$ cat config.mk
export PLATFORM = sky130hd
export DESIGN_NAME = vector_buffer
export DESIGN_NICKNAME = d
export VERILOG_FILES = /design/src/design/attn_mem_pkg.sv /design/src/design/vector_buffer.sv
export SDC_FILE = /design/constraint.sdc
export NUM_CORES = 2
export LEC_CHECK = 0
export BUFFER_PORTS_ARGS = -buffer_cell sky130_fd_sc_hd__buf_2
export CAP_MARGIN = 15
export CORE_UTILIZATION = 56
export DETAILED_ROUTE_END_ITERATION = 8
export GPL_TIMING_DRIVEN = 1
export PLACE_DENSITY = 0.76
export RECOVER_POWER = 50
export SYNTH_ARGS = -nofsm -noshare
export SYNTH_HDL_FRONTEND = slang
export SYNTH_SLANG_ARGS = --single-unit
$ cat constraint.sdc
create_clock -name clk -period 10.32 [get_ports clk]
set_clock_uncertainty 0.1 [all_clocks]
set_input_delay 0.516 -clock clk [delete_from_list [all_inputs] [get_ports clk]]
set_output_delay 0.516 -clock clk [all_outputs]
set_load 0.03 [all_outputs]
$ cat src/design/attn_mem_pkg.sv
package attn_mem_pkg;

    // ------------------------------
    // Sizing
    // ------------------------------
    localparam int LANES          = 8;   // Lanes per vector
    localparam int LANE_W         = 16;  // Bits per lane
    localparam int BLOCKS_PER_VEC = 2;   // 64-bit memory beats per vector
    localparam int BLOCK_BYTES    = 8;   // Address step between beats
    localparam int MAX_SEQ_LEN    = 16;  // Buffer depth and index range

    // ------------------------------
    // Memory port types
    // ------------------------------
    typedef logic [31:0] addr_t;       // Byte address
    typedef logic [63:0] mem_block_t;  // One memory beat
    typedef logic [3:0]  mem_tag_t;    // Zero means no transaction

    typedef enum logic [1:0] {
        MEM_NONE,
        MEM_LOAD,
        MEM_STORE
    } mem_cmd_e;

    // Controller toward memory
    typedef struct packed {
        mem_cmd_e   cmd;
        addr_t      addr;
        mem_block_t data;   // Store data, ignored on loads
    } mem_req_t;

    // Memory toward controller
    typedef struct packed {
        mem_tag_t   accept_tag;  // Same-cycle answer to a command, zero if refused
        mem_block_t data;        // Load return data
        mem_tag_t   data_tag;    // Tag of the load the data belongs to
    } mem_rsp_t;

    // ------------------------------
    // Vector types
    // ------------------------------
    typedef logic [LANE_W-1:0] lane_t;

    // Lane 0 sits in the low bits, so block 0 carries lanes 0..3
    typedef struct packed {
        lane_t [LANES-1:0] lane;
    } q_vector_t;

    typedef struct packed {
        lane_t [LANES-1:0] lane;
    } k_vector_t;

    typedef struct packed {
        lane_t [LANES-1:0] lane;
    } v_vector_t;

    typedef struct packed {
        lane_t [LANES-1:0] lane;
    } o_vector_t;

endpackage

$ cat src/design/vector_buffer.sv
module vector_buffer #(
    parameter type vec_t = attn_mem_pkg::q_vector_t,       // Payload carried per entry
    parameter int  DEPTH = attn_mem_pkg::MAX_SEQ_LEN       // Whole sequence fits
)(
    input  logic clk,
    input  logic rst_n,

    // Write side
    input  logic in_vld,
    output logic in_rdy,
    input  vec_t in_vec,

    // Read side
    output logic out_vld,
    input  logic out_rdy,
    output vec_t out_vec
);

    localparam int PTR_W = (DEPTH > 1) ? $clog2(DEPTH) : 1;

    vec_t             mem [DEPTH];   // Storage
    logic [PTR_W-1:0] wr_ptr;
    logic [PTR_W-1:0] rd_ptr;
    logic [PTR_W:0]   count;         // Occupancy from 0 to DEPTH

    logic full;
    logic empty;
    logic push;
    logic pop;

    assign full    = (count == (PTR_W+1)'(DEPTH));
    assign empty   = (count == '0);
    assign in_rdy  = !full;
    assign out_vld = !empty;
    assign out_vec = mem[rd_ptr];    // Head of queue when out_vld is high
    assign push    = in_vld && in_rdy;
    assign pop     = out_vld && out_rdy;

    // ------------------------------
    // Pointers and count
    // ------------------------------
    always_ff @(posedge clk or negedge rst_n) begin
        if (!rst_n) begin
            wr_ptr <= '0;
            rd_ptr <= '0;
            count  <= '0;
        end else begin
            if (push) begin
                wr_ptr <= (wr_ptr == PTR_W'(DEPTH - 1)) ? '0 : wr_ptr + 1'b1;  // Wrap
            end
            if (pop) begin
                rd_ptr <= (rd_ptr == PTR_W'(DEPTH - 1)) ? '0 : rd_ptr + 1'b1;
            end
            if (push && !pop) count <= count + 1'b1;
            else if (pop && !push) count <= count - 1'b1;
        end
    end

    // Write port
    always_ff @(posedge clk) begin
        if (push) mem[wr_ptr] <= in_vec;
    end

    // Occupancy never runs past the depth
    a_no_overflow: assert property (@(posedge clk) disable iff (!rst_n)
        count <= (PTR_W+1)'(DEPTH));

    // Empty buffer has its read side level with the write side
    a_no_underflow: assert property (@(posedge clk) disable iff (!rst_n)
        empty |-> (wr_ptr == rd_ptr));

endmodule

==> reports/metrics.csv <==
metric,value,unit
status,"complete, but fails checks",
violations,"max-capacitance violations, max-slew violations",
postSynthAreaPerCell,21.03,um^2
criticalPathCategory,flop to output pin,
tightest_slew,2.243,ns
intPower,0.01682,W
yosys_warnings,0,
cp_slowest_stage_delay,1.02,ns
cts-htree-levels,4,
cts_root_buf,clkbuf_16,
power.leakage,29.02,nW
pwr-share-clk,27.6,%
dr.pass1.iters,5,
startpoint_type,flop,
min_path_cells,3,
place_area,82190,um^2
min_path_type,input pin to flop,
drc,0,
layout_commonest_cell,edfxtp_1,
nets,4355,
timing.final.crit_share,56.12,%
die_h,377.8,um
grt_first_pass_wirelength,258700,um
initial_core_util,56.54,%
clockBufferDepth,3,
grt_antenna_before_repair,14,
slew_headroom,-49.56,%
worstSetupPathDepth,7,
ff2ff_setup_slack,5.09,ns
final_cells,6251,
power_density,281.2,nW/um^2
dp.cells,5760,
synthCells,3760,
fillers,9264,
rr_worst_depth,7,
syn_to_final_growth,13.24,%
synth.distinct_cells,33,
numPortBuffers,261,
p_sw,0.008368,W
dr_total_vias,38600,
ys_ff_latch,2061,
period_needed,5.791,ns
worstPathMaxFanout,58,
clk-insertion-delay-late,0.81,ns
crit_required,9.70,ns
grt_pass1_vias,39750,
hold_viol_final,0,
ant_nets,0,
critical_path_arrival,5.18,ns
drt_iter0_markers,3989,
ys_seq_area_share,78.17,%
cts.sinks,2061,
netSwitchingFraction,33.23,%
place_congestion,0.7267,
std_cell_rows,137,
p_seq_share,41.1,%
tns,0,ns
via_per_inst,6.174,
cts_resized,0,
syn_nets,3903,
layout_common_cells,"edfxtp_1 (2048), mux4_2 (384), nand2_1 (269), mux2i_1 (257), clkbuf_16 (197)",
synth_area,79080,um^2
drive_gt1_share,20.12,%
clkTransAtPathRegs,0.06,ns
cp_cell_sequence,"buf_4, and2_4, buf_4, a221oi_1, o21ai_1, nand3_1, buf_2",
maxCapViolations,4,
setup_violations,0,
die_w,377.8,um
cp_top_family,buffers and inverters,
pin_count,262,
core_area,139900,um^2
wl_per_cell,28.18,um
crit_slowest_cell,dfrtp_4,
ctsHoldBuffers,132,
fin_area,89560,um^2
power_frac_comb,31.4,%
dieArea,142700,um^2
path_common_cell,buf_4,
dp_hpwl,85170,um
whs,0.3717,ns
rsz0062_at_grt,false,
grt_max_degree,147,
power.total,0.02518,W
post_cts_buffers,0,
final_max_slew_viol_count,68,
clock.fmax,172.7,MHz
overflow,0,
cts_made_buffers,194,
ir_drop,0.2848,mV
routed_wl,176200,um
crit_buf_inv,3,
grt.total_usage,25.07,%
worstSetupEndpointType,output pin,
cts_tree,yes,
[cell usage after synthesis (all sizes together)]
library cell     n  area share [%]
mux2             1           0.014
nor3             5           0.032
mux2i          257             3.3
and2           130             1.0
nand2b           3           0.024
clkbuf          76            0.38
a311oi           1           0.011
nor2b            1          0.0079
nor4             1          0.0079
a221oi         128             1.4
xor2             1           0.011
dfrtp           13            0.41
nand3          134            0.85
a21oi            3           0.019
o31ai            1          0.0095
nand2          269             1.3
nor2            15           0.071
mux4           384              11
buf            128             1.3
inv              7           0.033
xnor2            5           0.055
edfxtp        2048              78
o21ai          134            0.85
a21o             3           0.028
fa               1           0.025
ha              10            0.16
a22o             1           0.011
[worst register-to-register path: stages, from the launching register on]
cell and delay [ns]:
dfrtp_1 0.41, nor4_1 0.10, nand2_1 0.10, and2_0 0.57, nand2_1 0.33, nor3_1 1.46
buf_4 0.89, buf_4 0.88
[area by class of cell]
type | count | area [um^2] | area share (%)
Antenna cell | 6 | 15.01 | 0.01677
Clock buffer | 234 | 5079 | 5.671
Clock inverter | 119 | 1161 | 1.297
Inverter | 7 | 33.78 | 0.03772
Multi-Input combinational cell | 1488 | 16000 | 17.86
Sequential cell | 2061 | 61840 | 69.05
Tap cell | 1876 | 2347 | 2.621
Timing Repair Buffer | 460 | 3087 | 3.447
[worst paths after layout]
check	startpoint	end
worst max-delay path	rd_ptr[2]$_DFFE_PN0P_	out_vec[57]
worst min-delay path	in_vld	wr_ptr[0]$_DFFE_PN0P_
worst max register to register	count[1]$_DFFE_PN0P_	mem[2][3]$_DFFE_PP_
worst min register to register	count[4]$_DFFE_PN0P_	count[4]$_DFFE_PN0P_
max in group asynchronous	rst_n	rd_ptr[1]$_DFFE_PN0P_
min in group asynchronous	rst_n	count[1]$_DFFE_PN0P_
[metrics by stage]
stage / setup WS [ns] / utilization (%)
after floorplan: 2.954 / -
after global placement: 5.492 / 58.76
after detailed placement: 5.466 / 58.76
after CTS: 4.477 / 64.17
after global routing: 4.445 / 64.02
final: 4.529 / 64.03
[cell families (layout without fill, tap and decap cells)]
logic type | count (synthesis) | after routing | share of synthesized area, %
flip-flops | 2061 | 2061 | 78.17
multiplexers | 642 | 642 | 14.20
AND/OR/NAND/NOR | 558 | 558 | 3.296
AO/OA/AOI/OAI | 271 | 271 | 2.345
buffers and inverters | 211 | 820 | 1.732
adder cells (fa/ha/maj) | 11 | 11 | 0.1835
XOR/XNOR | 6 | 6 | 0.06645
other | 0 | 6 | 0
[state kept, by name (all words and copies together) (netlist names)]
signal and count:
wr_ptr 4, count 5, mem 2048, rd_ptr 4
[power by group through the flow]
stage	Combinational, W	Clock [W]	Sequential (W)
floorplan	0.00581	0	0.0104
global placement	0.00790	0	0.0105
detailed placement	0.00794	0	0.0105
CTS	0.00803	0.00704	0.0103
global route	0.00841	0.00735	0.0104
finish	0.00790	0.00694	0.0103
[metal layers]
metal  share of wire, %  GRT usage [%]  up-vias
met2                 51          42.07     1637
li1                   -              -    16390
met5              0.030              0        -
met1                 39          34.08    20290
met4                2.5          7.908       10
met3                7.3          3.815      267
Power figures use the tool's default switching activity.
