File: src/design/attn_mem_pkg.sv
package attn_mem_pkg;

    // ------------------------------
    // Sizing
    // ------------------------------
    localparam int LANES          = 8;   // Lanes per vector
    localparam int LANE_W         = 16;  // Bits per lane
    localparam int BLOCKS_PER_VEC = 2;   // 64-bit memory beats per vector
    localparam int BLOCK_BYTES    = 8;   // Address step between beats
    localparam int MAX_SEQ_LEN    = 16;  // Buffer depth and index range

    // ------------------------------
    // Memory port types
    // ------------------------------
    typedef logic [31:0] addr_t;       // Byte address
    typedef logic [63:0] mem_block_t;  // One memory beat
    typedef logic [3:0]  mem_tag_t;    // Zero means no transaction

    typedef enum logic [1:0] {
        MEM_NONE,
        MEM_LOAD,
        MEM_STORE
    } mem_cmd_e;

    // Controller toward memory
    typedef struct packed {
        mem_cmd_e   cmd;
        addr_t      addr;
        mem_block_t data;   // Store data, ignored on loads
    } mem_req_t;

    // Memory toward controller
    typedef struct packed {
        mem_tag_t   accept_tag;  // Same-cycle answer to a command, zero if refused
        mem_block_t data;        // Load return data
        mem_tag_t   data_tag;    // Tag of the load the data belongs to
    } mem_rsp_t;

    // ------------------------------
    // Vector types
    // ------------------------------
    typedef logic [LANE_W-1:0] lane_t;

    // Lane 0 sits in the low bits, so block 0 carries lanes 0..3
    typedef struct packed {
        lane_t [LANES-1:0] lane;
    } q_vector_t;

    typedef struct packed {
        lane_t [LANES-1:0] lane;
    } k_vector_t;

    typedef struct packed {
        lane_t [LANES-1:0] lane;
    } v_vector_t;

    typedef struct packed {
        lane_t [LANES-1:0] lane;
    } o_vector_t;

endpackage

File: src/design/fused_mac_engine.sv
module fused_mac_engine (
    input  logic                    clk,
    input  logic                    rst_n,

    // Q stream
    input  logic                    q_vld,
    output logic                    q_rdy,
    input  attn_mem_pkg::q_vector_t q_vec,

    // K stream
    input  logic                    k_vld,
    output logic                    k_rdy,
    input  attn_mem_pkg::k_vector_t k_vec,

    // V stream
    input  logic                    v_vld,
    output logic                    v_rdy,
    input  attn_mem_pkg::v_vector_t v_vec,

    // Registered O stream
    output logic                    o_vld,
    input  logic                    o_rdy,
    output attn_mem_pkg::o_vector_t o_vec
);

    logic                    all_vld;   // All three operands present
    logic                    slot_free; // Output register empty or emptying now
    logic                    fire;      // Joined pop of Q, K and V
    attn_mem_pkg::o_vector_t o_next;

    assign all_vld   = q_vld && k_vld && v_vld;
    assign slot_free = !o_vld || o_rdy;
    assign fire      = all_vld && slot_free;

    // Readies move as one
    assign q_rdy = fire;
    assign k_rdy = fire;
    assign v_rdy = fire;

    // ------------------------------
    // Lane-wise Q * K + V
    // ------------------------------
    always_comb begin
        for (int i = 0; i < attn_mem_pkg::LANES; i++) begin
            // Evaluated at lane width so upper product bits drop out
            o_next.lane[i] = attn_mem_pkg::lane_t'(q_vec.lane[i] * k_vec.lane[i]
                                                   + v_vec.lane[i]);
        end
    end

    // Output valid
    always_ff @(posedge clk or negedge rst_n) begin
        if (!rst_n) begin
            o_vld <= 1'b0;
        end else if (fire) begin
            o_vld <= 1'b1;             // Back-to-back when the slot hands over
        end else if (o_rdy) begin
            o_vld <= 1'b0;
        end
    end

    // Result register
    always_ff @(posedge clk) begin
        if (fire) o_vec <= o_next;
    end

endmodule

File: config.mk
export PLATFORM = sky130hd
export DESIGN_NAME = fused_mac_engine
export DESIGN_NICKNAME = d
export VERILOG_FILES = /design/src/design/attn_mem_pkg.sv /design/src/design/fused_mac_engine.sv
export SDC_FILE = /design/constraint.sdc
export NUM_CORES = 2
export LEC_CHECK = 0
export BUFFER_PORTS_ARGS = -buffer_cell sky130_fd_sc_hd__clkbuf_2
export CORE_MARGIN = 10
export CORE_UTILIZATION = 50
export CTS_CLUSTER_DIAMETER = 150
export DETAILED_ROUTE_END_ITERATION = 8
export PLACE_DENSITY = 0.71
export SLEW_MARGIN = 5
export SYNTH_ARGS = -nofsm -noshare
export SYNTH_HDL_FRONTEND = slang
export SYNTH_SLANG_ARGS = --single-unit
export TNS_END_PERCENT = 1
File: constraint.sdc
create_clock -name clk -period 8.47 [get_ports clk]
set_input_delay 0 -clock clk [delete_from_list [all_inputs] [get_ports clk]]
set_output_delay 0 -clock clk [all_outputs]
set_load 0.05 [all_outputs]
==> summary.md <==
| Metric | Value |
|---|---|
| Clock Tree Root | clkbuf_16 |
| Cts repair resizes | 0 |
| Yosys reg bits | ~130 |
| Mapped Cells | between 4000 and 5000 |
| Top-area cell type share of the netlist area | 38.5% |
| Crit end category | flip-flop |
| H-Tree Depth | 4 |
| Adder-cell share of the synthesized area | around half |
| # hold bufs at CTS | 17 |
| Total negative slack | 0 ps |
| Die width | about 300 um |
| DP Wirelength | around 84 mm |
| # nets final | approximately 6400 |
| Slew Viols, Final | 0 |
| Main combinational cell family by area after synthesis | adder cells |
| Status | complete, no violations |
| Final Setup Violations | 0 |
| Least-Margin Pin Slew | around 1000 ps |
| Clock buffer depth | 2 |
| Post-Route WL | 100 mm |
| # clock sinks | roughly 130 |
| Max VDD drop | between 300 and 400 uV |
| Endpoints failing hold | 0 |
| Mean post-synth cell area | 8.96 um2 |
| Die Ht | ~300 um |
| Total track usage | 22.9% |
| Post-synthesis mux area share | 0% |
| Area delta synth->final | 10.8% |
| Setup slack, reg-to-reg | between 6000 and 7000 ps |
| Cell taking the most area after synthesis | fa_1 |
| Commonest non-fill, non-tap cell in the layout | inv_1 |
| Final Cycle Share | around 57% |
| Critical path peak fanout | 15 |
| Slew HR | 35.1% |
| Total CTS buffers | 17 |
| IO buf count | 521 |
| Synthesized area | 39100 um2 |
| Worst Hold Path EP | o_vec[65]$_DFFE_PP_ |
| Min-delay worst type | in -> reg |
| First-pass GRT wire length | 165 mm |
| Worst EP arrival | between 5000 and 6000 ps |
| Startpoint types | input port |
| DRT iter0 DRCs | ~1400 |
| Leakage | 22.9 nW |
| Clock Skews | 17.4 ps |
| Initial core utilization | approximately half |
| Hold path depth | 4 |
| Worst R2R Start | o_vld$_DFFE_PN0P_ |
| Worst Path Required | around 8700 ps |
| Vias | just under 30000 |
| Hold Crit Start | v_vec[65] |
| Drt first pass iters | 7 |
| Grt total ovfl | 0 |
| Core Util, Final | roughly 56% |
| Max Cap Viol | 0 |
| Layout cell share with drive strength beyond 1 | between 10% and 20% |
| Dominant cells by area after synthesis | fa_1, ha_1, inv_1 |
| Seq/Total Area, Yosys | 9.89% |
| Core area | around 77000 um2 |
| Setup CP Type | in -> reg |
| RR Endpoint | o_vec[0]$_DFFE_PP_ |
| YS warnings | 0 |
| CTS tree | built |
| Clock Latency Late Sink | 500 ps |
| Vias in the first global route | ~32000 |
| WL per Instance | 17.1 um |
| # rows | 102 |
| DRC viols | 0 |
| Simple-gate share of the synthesized area | 14.5% |
| Die Area | 89900 um2 |
| Largest net degree at the start of global routing | between 60 and 70 |
| Commonest cells after routing, fill and taps aside | inv_1, fa_1, nand2_1 |
| Via density | roughly 5 |
| Fmax | roughly 0.21 GHz |
| Gp weighted congestion | ~0.9 |
| Reg2reg path depth | 2 |
| Postcts setup bufs | 0 |
| Cell variety after synth | 39 |
| Reg clk slew, reported paths | roughly 80 ps |
| IO Count | between 500 and 600 |
| Synth Net Count | roughly 6000 |
| Post-DRT Antenna Nets | 0 |
| RSZ-0062 raised after global routing | false |
| Power Dens Cells | around 380 nW/um2 |
| Compound-Gate Fraction of Synth Area | under 10% |
| Xor/xnor share of the synthesized area | under 10% |
| Initial antenna violation count | 3 |
| Crit path time final | about 4800 ps |
layer usage:
metal | up-vias | share of wire (%) | track usage, %
li1 | 13500 | - | -
met1 | 14400 | 41 | 29.1
met2 | 843 | 50 | 39.7
met3 | 147 | 5.9 | 3.81
met4 | 2 | 2.8 | 7.17
met5 | - | 0.010 | 0
flip-flops by register name, indices dropped and copies added, names as in the netlist:
register / cells
o_vld: 1
o_vec: 128
cells in the mapped netlist (all sizes together):
| cell | count |
|---|---|
| nand2b | 8 |
| xor2 | 68 |
| o21ai | 37 |
| o22ai | 7 |
| or3 | 10 |
| o31a | 9 |
| a31oi | 7 |
| a21oi | 43 |
| inv | 1266 |
| nor2 | 30 |
| a211o | 3 |
| o41ai | 1 |
| or2 | 1 |
| o21ba | 6 |
| and2 | 418 |
| nor2b | 15 |
| a21o | 22 |
| xnor2 | 243 |
| ha | 416 |
| nand3 | 7 |
| o21a | 32 |
| o21bai | 8 |
| dfrtp | 1 |
| nand2 | 681 |
| a311o | 1 |
| o31ai | 2 |
| edfxtp | 128 |
| fa | 752 |
| nor3 | 13 |
| clkbuf | 98 |
| xnor3 | 8 |
| nand4 | 7 |
| buf | 20 |
power by group:
part	leakage, nW	internal [mW]	switching, mW
Clock	0.283	0.461	0.336
Combinational	21.4	5.93	7.78
Sequential	1.19	1.64	0.107
Total	22.9	8.03	8.23
cells by family (layout without fill, tap and decap cells):
logic type / count (synthesis) / after routing
compound gates: 178 / 178
xor+xnor: 319 / 319
fa+ha+maj: 1168 / 1168
buf+inv: 1384 / 1838
flops: 129 / 129
other cells: 0 / 2
simple gates: 1190 / 1190
per-stage QoR:
step | total power [mW] | cells | hold WS, ps | instance area, um2 | setup WS (ps)
3_3_place_gp | 15.2 | 5813 | -225 | 42600 | 3270
4_1_cts | 16.5 | 5862 | 1.16 | 43300 | 3680
5_1_grt | 18.2 | 5864 | 41.9 | 43300 | 3420
6_report | 16.3 | 5864 | 57.2 | 43300 | 3630
3_5_place_dp | 15.6 | 5813 | -224 | 42600 | 3150
2_1_floorplan | 12.3 | 4368 | -296 | 39100 | 31.0
area by class of cell:
| type | instances | area, um2 |
|---|---|---|
| Timing Repair Buffer | 540 | 2790 |
| Multi-Input combinational cell | 2855 | 30000 |
| Clock inverter | 13 | 161 |
| Inverter | 1266 | 4750 |
| Clock buffer | 19 | 433 |
| Tap cell | 1040 | 1300 |
| Fill cell | 7072 | 34100 |
| Antenna cell | 2 | 5.00 |
| Sequential cell | 129 | 3870 |
worst max-delay path: stages:
cell	delay [ps]
clkbuf_2	210
and2_1	240
fa_1	540
inv_1	70
fa_1	570
fa_1	470
fa_1	550
inv_1	50
fa_1	480
inv_1	60
fa_1	480
inv_1	40
ha_1	310
nand2_1	110
o41ai_1	540
o31ai_1	140
xor2_1	190
worst max path at each step:
stage                            from                  end  slack, ps
floorplan           o_vld$_DFFE_PN0P_                q_rdy         30
CTS                         k_vec[49]  o_vec[63]$_DFFE_PP_       3680
detailed placement          k_vec[49]  o_vec[63]$_DFFE_PP_       3150
global placement            k_vec[49]  o_vec[63]$_DFFE_PP_       3270
global route                k_vec[49]  o_vec[63]$_DFFE_PP_       3420
finish                      k_vec[49]  o_vec[63]$_DFFE_PP_       3630
(Power assumes the default switching activity.)
