--- src/design/attn_mem_pkg.sv ---
package attn_mem_pkg;

    // ------------------------------
    // Sizing
    // ------------------------------
    localparam int LANES          = 8;   // Lanes per vector
    localparam int LANE_W         = 16;  // Bits per lane
    localparam int BLOCKS_PER_VEC = 2;   // 64-bit memory beats per vector
    localparam int BLOCK_BYTES    = 8;   // Address step between beats
    localparam int MAX_SEQ_LEN    = 16;  // Buffer depth and index range

    // ------------------------------
    // Memory port types
    // ------------------------------
    typedef logic [31:0] addr_t;       // Byte address
    typedef logic [63:0] mem_block_t;  // One memory beat
    typedef logic [3:0]  mem_tag_t;    // Zero means no transaction

    typedef enum logic [1:0] {
        MEM_NONE,
        MEM_LOAD,
        MEM_STORE
    } mem_cmd_e;

    // Controller toward memory
    typedef struct packed {
        mem_cmd_e   cmd;
        addr_t      addr;
        mem_block_t data;   // Store data, ignored on loads
    } mem_req_t;

    // Memory toward controller
    typedef struct packed {
        mem_tag_t   accept_tag;  // Same-cycle answer to a command, zero if refused
        mem_block_t data;        // Load return data
        mem_tag_t   data_tag;    // Tag of the load the data belongs to
    } mem_rsp_t;

    // ------------------------------
    // Vector types
    // ------------------------------
    typedef logic [LANE_W-1:0] lane_t;

    // Lane 0 sits in the low bits, so block 0 carries lanes 0..3
    typedef struct packed {
        lane_t [LANES-1:0] lane;
    } q_vector_t;

    typedef struct packed {
        lane_t [LANES-1:0] lane;
    } k_vector_t;

    typedef struct packed {
        lane_t [LANES-1:0] lane;
    } v_vector_t;

    typedef struct packed {
        lane_t [LANES-1:0] lane;
    } o_vector_t;

endpackage

--- src/design/memory_controller.sv ---
module memory_controller #(
    parameter int                  SEQ_LEN = attn_mem_pkg::MAX_SEQ_LEN,
    parameter attn_mem_pkg::addr_t K_BASE  = 32'h0000_1000,
    parameter attn_mem_pkg::addr_t V_BASE  = 32'h0000_2000,
    parameter attn_mem_pkg::addr_t Q_BASE  = 32'h0000_3000,
    parameter attn_mem_pkg::addr_t O_BASE  = 32'h0000_4000
)(
    input  logic                    clk,
    input  logic                    rst_n,
    input  logic                    start,
    output logic                    done,

    // Tagged memory port
    output attn_mem_pkg::mem_req_t  mem_req,
    input  attn_mem_pkg::mem_rsp_t  mem_rsp,

    // Loads toward the K, V and Q buffers
    output logic                    k_vld,
    input  logic                    k_rdy,
    output attn_mem_pkg::k_vector_t k_vec,
    output logic                    v_vld,
    input  logic                    v_rdy,
    output attn_mem_pkg::v_vector_t v_vec,
    output logic                    q_vld,
    input  logic                    q_rdy,
    output attn_mem_pkg::q_vector_t q_vec,

    // Drain from the O buffer
    input  logic                    o_vld,
    output logic                    o_rdy,
    input  attn_mem_pkg::o_vector_t o_vec
);

    localparam int IDX_W = $clog2(attn_mem_pkg::MAX_SEQ_LEN);
    localparam int BLK_W = (attn_mem_pkg::BLOCKS_PER_VEC > 1) ?
                           $clog2(attn_mem_pkg::BLOCKS_PER_VEC) : 1;

    typedef enum logic [2:0] {
        PH_IDLE,
        PH_LOAD_K,
        PH_LOAD_V,
        PH_LOAD_Q,
        PH_DRAIN_O,
        PH_DONE
    } phase_e;

    typedef enum logic [1:0] {
        M_IDLE,
        M_READ,
        M_WRITE
    } mstate_e;

    phase_e  phase, next_phase;
    mstate_e mem_state, next_mem_state;

    logic [IDX_W-1:0]       vec_index;      // Vector within the phase
    logic [BLK_W-1:0]       blk_count;      // Block within the vector
    logic                   have_full_vec;  // vec_buf holds a whole vector
    logic                   load_pending;   // One load in flight
    attn_mem_pkg::mem_tag_t load_tag;       // Its accept tag
    attn_mem_pkg::mem_block_t [attn_mem_pkg::BLOCKS_PER_VEC-1:0] vec_buf;

    logic                load_phase;
    logic                last_vec;
    logic                last_blk;
    logic                buf_rdy;     // Ready of the buffer the phase feeds
    logic                vec_taken;   // Loaded vector handed over
    logic                o_taken;     // O vector popped for drain
    logic                load_acc;
    logic                load_ret;
    logic                store_acc;
    attn_mem_pkg::addr_t base;

    assign load_phase = (phase == PH_LOAD_K) || (phase == PH_LOAD_V) || (phase == PH_LOAD_Q);
    assign last_vec   = (vec_index == IDX_W'(SEQ_LEN - 1));
    assign last_blk   = (blk_count == BLK_W'(attn_mem_pkg::BLOCKS_PER_VEC - 1));
    assign done       = (phase == PH_DONE);   // One cycle, then back to idle

    // ------------------------------
    // Buffer handshakes
    // ------------------------------
    assign k_vld = have_full_vec && (phase == PH_LOAD_K);
    assign v_vld = have_full_vec && (phase == PH_LOAD_V);
    assign q_vld = have_full_vec && (phase == PH_LOAD_Q);
    assign k_vec = attn_mem_pkg::k_vector_t'(vec_buf);
    assign v_vec = attn_mem_pkg::v_vector_t'(vec_buf);
    assign q_vec = attn_mem_pkg::q_vector_t'(vec_buf);

    always_comb begin
        unique case (phase)
            PH_LOAD_K: buf_rdy = k_rdy;
            PH_LOAD_V: buf_rdy = v_rdy;
            PH_LOAD_Q: buf_rdy = q_rdy;
            default:   buf_rdy = 1'b0;
        endcase
    end

    assign vec_taken = load_phase && have_full_vec && buf_rdy;
    assign o_rdy     = (phase == PH_DRAIN_O) && !have_full_vec;  // Empty staging only
    assign o_taken   = o_vld && o_rdy;

    // ------------------------------
    // Memory request
    // ------------------------------
    always_comb begin
        unique case (phase)
            PH_LOAD_K: base = K_BASE;
            PH_LOAD_V: base = V_BASE;
            PH_LOAD_Q: base = Q_BASE;
            default:   base = O_BASE;
        endcase
    end

    always_comb begin
        mem_req.cmd  = attn_mem_pkg::MEM_NONE;
        // Block index is i * BLOCKS_PER_VEC + b, stepped by BLOCK_BYTES
        mem_req.addr = base + attn_mem_pkg::addr_t'(
                       (vec_index * attn_mem_pkg::BLOCKS_PER_VEC + blk_count)
                       * attn_mem_pkg::BLOCK_BYTES);
        mem_req.data = vec_buf[blk_count];
        if (mem_state == M_READ && !load_pending) mem_req.cmd = attn_mem_pkg::MEM_LOAD;
        else if (mem_state == M_WRITE) mem_req.cmd = attn_mem_pkg::MEM_STORE;
    end

    assign load_acc  = (mem_req.cmd == attn_mem_pkg::MEM_LOAD) && (mem_rsp.accept_tag != '0);
    assign store_acc = (mem_req.cmd == attn_mem_pkg::MEM_STORE) && (mem_rsp.accept_tag != '0);
    assign load_ret  = load_pending && (mem_rsp.data_tag == load_tag);  // Latency ends here

    // Phase sequencing
    always_comb begin
        next_phase = phase;
        unique case (phase)
            PH_IDLE:    if (start) next_phase = PH_LOAD_K;
            PH_LOAD_K:  if (vec_taken && last_vec) next_phase = PH_LOAD_V;
            PH_LOAD_V:  if (vec_taken && last_vec) next_phase = PH_LOAD_Q;
            PH_LOAD_Q:  if (vec_taken && last_vec) next_phase = PH_DRAIN_O;
            PH_DRAIN_O: if (store_acc && last_blk && last_vec) next_phase = PH_DONE;
            default:    next_phase = PH_IDLE;   // PH_DONE
        endcase
    end

    // Request sequencing
    always_comb begin
        next_mem_state = mem_state;
        unique case (mem_state)
            M_IDLE: begin
                if (load_phase && !have_full_vec) next_mem_state = M_READ;
                else if (phase == PH_DRAIN_O && have_full_vec) next_mem_state = M_WRITE;
            end
            M_READ:  if (load_ret && last_blk) next_mem_state = M_IDLE;   // Vector assembled
            M_WRITE: if (store_acc && last_blk) next_mem_state = M_IDLE;  // Vector written
            default: next_mem_state = M_IDLE;
        endcase
    end

    always_ff @(posedge clk or negedge rst_n) begin
        if (!rst_n) begin
            phase         <= PH_IDLE;
            mem_state     <= M_IDLE;
            vec_index     <= '0;
            blk_count     <= '0;
            have_full_vec <= 1'b0;
            load_pending  <= 1'b0;
            load_tag      <= '0;
        end else begin
            phase     <= next_phase;
            mem_state <= next_mem_state;
            if (load_acc) begin
                load_pending <= 1'b1;
                load_tag     <= mem_rsp.accept_tag;
            end
            if (load_ret) begin
                load_pending <= 1'b0;
                blk_count    <= last_blk ? '0 : blk_count + 1'b1;
                if (last_blk) have_full_vec <= 1'b1;
            end
            if (vec_taken) begin
                have_full_vec <= 1'b0;
                vec_index     <= last_vec ? '0 : vec_index + 1'b1;  // Zero for next phase
            end
            if (o_taken) have_full_vec <= 1'b1;
            if (store_acc) begin
                blk_count <= last_blk ? '0 : blk_count + 1'b1;
                if (last_blk) begin
                    have_full_vec <= 1'b0;
                    vec_index     <= last_vec ? '0 : vec_index + 1'b1;
                end
            end
        end
    end

    // Staging register, filled block by block or whole from O
    always_ff @(posedge clk) begin
        if (load_ret) vec_buf[blk_count] <= mem_rsp.data;
        else if (o_taken) vec_buf <= o_vec;
    end

    // ------------------------------
    // Checks
    // ------------------------------
    // Port stays quiet from acceptance of a load until its tag returns
    a_one_load: assert property (@(posedge clk) disable iff (!rst_n)
        load_acc |=> (mem_req.cmd == attn_mem_pkg::MEM_NONE) until load_ret);

    // Refused request comes back unchanged
    a_retry_hold: assert property (@(posedge clk) disable iff (!rst_n)
        (mem_req.cmd != attn_mem_pkg::MEM_NONE) && (mem_rsp.accept_tag == '0)
        |=> $stable(mem_req));

    a_index_range: assert property (@(posedge clk) disable iff (!rst_n)
        vec_index <= IDX_W'(SEQ_LEN - 1));

endmodule

--- config.mk ---
export PLATFORM = sky130hd
export DESIGN_NAME = memory_controller
export DESIGN_NICKNAME = d
export VERILOG_FILES = /design/src/design/attn_mem_pkg.sv /design/src/design/memory_controller.sv
export SDC_FILE = /design/constraint.sdc
export NUM_CORES = 1
export LEC_CHECK = 0
export BUFFER_PORTS_ARGS = -buffer_cell sky130_fd_sc_hd__clkbuf_2
export CAP_MARGIN = 30
export CORE_AREA = 2 2 273 275
export DETAILED_ROUTE_END_ITERATION = 12
export DIE_AREA = 0 0 275 277
export MAX_ROUTING_LAYER = met4
export PLACE_DENSITY_LB_ADDON = 0.3
export SYNTH_ARGS = -nofsm -noshare
export SYNTH_HDL_FRONTEND = slang
export SYNTH_SLANG_ARGS = --single-unit
export TNS_END_PERCENT = 100
--- constraint.sdc ---
create_clock -name clk -period 11.61 [get_ports clk]
set_input_delay 3.483 -clock clk [delete_from_list [all_inputs] [get_ports clk]]
set_output_delay 3.483 -clock clk [all_outputs]
set_load 0.05 [all_outputs]
==> reports/results.ini <==
[synth]
async_reset_ff_frac=0.111
synth.distinct_cells=43
synth-seq-cells=144
ys_warn_count=0
avgSynthCellArea_sq_um=11.1
synth_area_sq_um=10200
seq_area_frac_synth=0.416
synth_ff_type=edfxtp_1
synth_cells=921
synth-edff-count=128

[drt]
via_per_inst=3.29
wire_per_inst_um=14.2
drtAntennaViolNets=0
route.detailed.drc=0
wl_um=32700
drtIter0Drc=215
firstDrtPassIters=4
vias=7590

[timing]
slew_headroom=0.435
finalCriticalPeriod_ns=6.50
post-route-period-util=0.560
tns_ns=0
worst_slew_pin_slew_ns=0.848
fin_worst_skew_ns=0.0237
rsz0062_at_grt=false
timing.fmax_ghz=0.154
drv_slew=0
hold_viol=0
setup_viol=0

[cts]
clkSlewWorstSetupHoldPaths_ns=0.06
clock_latency_ns=0.48
clk_path_buf_depth=2
numCtsBuffers=17
cts-root-buf=clkbuf_16
cts_setup_buffers=0
postCtsResizedCells=0
h-tree-depth=4
clock_sinks=144
cts_tree=built
postCtsHoldBufs=0

[placement]
io_buffers=669
dp_hpwl_um=26100
dp_cells=2270
place.gp.congestion=0.788

[floorplan]
core-area_sq_um=73600
pin_count=694
fp.dieArea_sq_um=76200
dieWidth_um=275
die_h_um=277
rows=100
start_util=0.139

[cells_and_area]
final_common_cell=clkbuf_2
final_cell_mix=clkbuf_2 (669), edfxtp_1 (128), mux2_2 (90), nand2_1 (70), inv_1 (68)
area_delta_synth_final_pct=30.0
final_layout_size_suffix_gt1_frac=0.639
layout.cells.non_filler=2304
fin_nets=1528
fin_util=0.180

[run]
maxCapViolations=0

[global_route]
grt_max_degree=72
grt_pass1_wl_um=45400
grt_pass1_vias=7187
antenna_found_initial=3
gr-total-overflow=0
grt_use_total=0.0839

[worst_setup_path]
endpoint_kind=output port
path_class=reg2out
crit_arrival_ns=3.02
critPathMaxFanout=64
max_stage_delay_ns=0.66
required_ns=8.13
cp_slowest_cell=buf_4
crit_top_cell=buf_4
startpoint_type=flop
crit_chain=buf_4, buf_4, mux2_2, clkbuf_2

[power_and_ir_drop]
power.density_nw_per_um2=212
total_power_mw=2.82
cellLeakagePower_nw=6.75
irDropWorstVdd_uv=82.7

[worst_hold_path]
min_path_type=reg2reg

[run_status]
status=complete, no violations

cell usage after synthesis, types with 6 or more instances:
master	n	area (sq um)
nor2b_1	67	419
edfxtp_1	128	3840
inv_1	68	255
dfrtp_1	16	400
clkbuf_1	16	60.1
buf_4	282	2120
mux2i_1	65	651
nand2_1	71	267
mux2_2	90	1010
nor2_1	6	22.5
buf_2	17	85.1
mux2_4	45	676
power by group:
group | total, mW | internal [mW] | switching (mW) | leakage [nW]
clock | 0.580 | 0.330 | 0.250 | 0.305
combinational | 1.49 | 0.416 | 1.07 | 5.09
sequential | 0.750 | 0.658 | 0.0915 | 1.35
total | 2.82 | 1.40 | 1.41 | 6.75
critical path, delay by kind of cell (launching register included):
kind	cells	cell delay, ns
DFF	1	0.63
muxes	1	0.43
buffers and inverters	3	1.36
registers in the layout, indices dropped and copies added, names as in the netlist:
register       count
load_pending       1
have_full_vec      1
phase              3
load_tag           4
blk_count          1
vec_index          4
mem_state          2
k_vec            128
area by class of cell:
type	instances	area, sq um
fill	8266	60300
sequential	144	4250
multi-input combinational	412	3500
timing repair buffer	677	3440
tap	969	1210
clock buffer	24	544
inverter	68	255
clock inverter	8	60.1
antenna	2	5.00
logic make-up after synthesis:
| group | count (synthesis) | share of synthesized area |
|---|---|---|
| multiplexers | 200 | 0.229 |
| buffers and inverters | 388 | 0.252 |
| AND/OR/NAND/NOR | 162 | 0.0829 |
| adder cells (fa/ha/maj) | 1 | 0.00123 |
| AO/OA/AOI/OAI | 19 | 0.0134 |
| XOR/XNOR | 6 | 0.00515 |
| other | 1 | 0.000367 |
| flip-flops | 144 | 0.416 |
worst paths after layout:
kind,start,to,slack [ns],cells after the start
min,mem_state[0]$_DFFE_PN0P_,mem_state[1]$_DFFE_PN0P_,0.53,1
max in group asynchronous,rst_n,blk_count$_DFFE_PN0P_,8.31,1
max reg2reg,load_tag[1]$_DFFE_PN0P_,k_vec[17]$_DFFE_PP_,8.65,6
min in group asynchronous,rst_n,vec_index[0]$_DFF_PN0_,2.94,1
max,blk_count$_DFFE_PN0P_,mem_req[28],5.11,4
min reg2reg,mem_state[0]$_DFFE_PN0P_,mem_state[1]$_DFFE_PN0P_,0.53,1
stage by stage:
stage	hold slack, ns	instance area [sq um]	setup WS [ns]
final	0.534	13300	5.11
after global routing	0.554	13300	4.88
after CTS	0.535	13300	5.01
after detailed placement	0.521	12700	5.43
after global placement	0.509	12600	5.34
after floorplan	0.466	10300	3.61
layer usage:
| metal | share of wire | vias up | track usage |
|---|---|---|---|
| met1 | 0.37 | 3600 | 0.0828 |
| li1 | - | 3571 | - |
| met4 | 0.014 | 0 | 0.0317 |
| met2 | 0.55 | 399 | 0.155 |
| met3 | 0.070 | 20 | 0.0228 |
| met5 | 0 | - | - |
No activity file was read; power rests on OpenSTA's default activity.
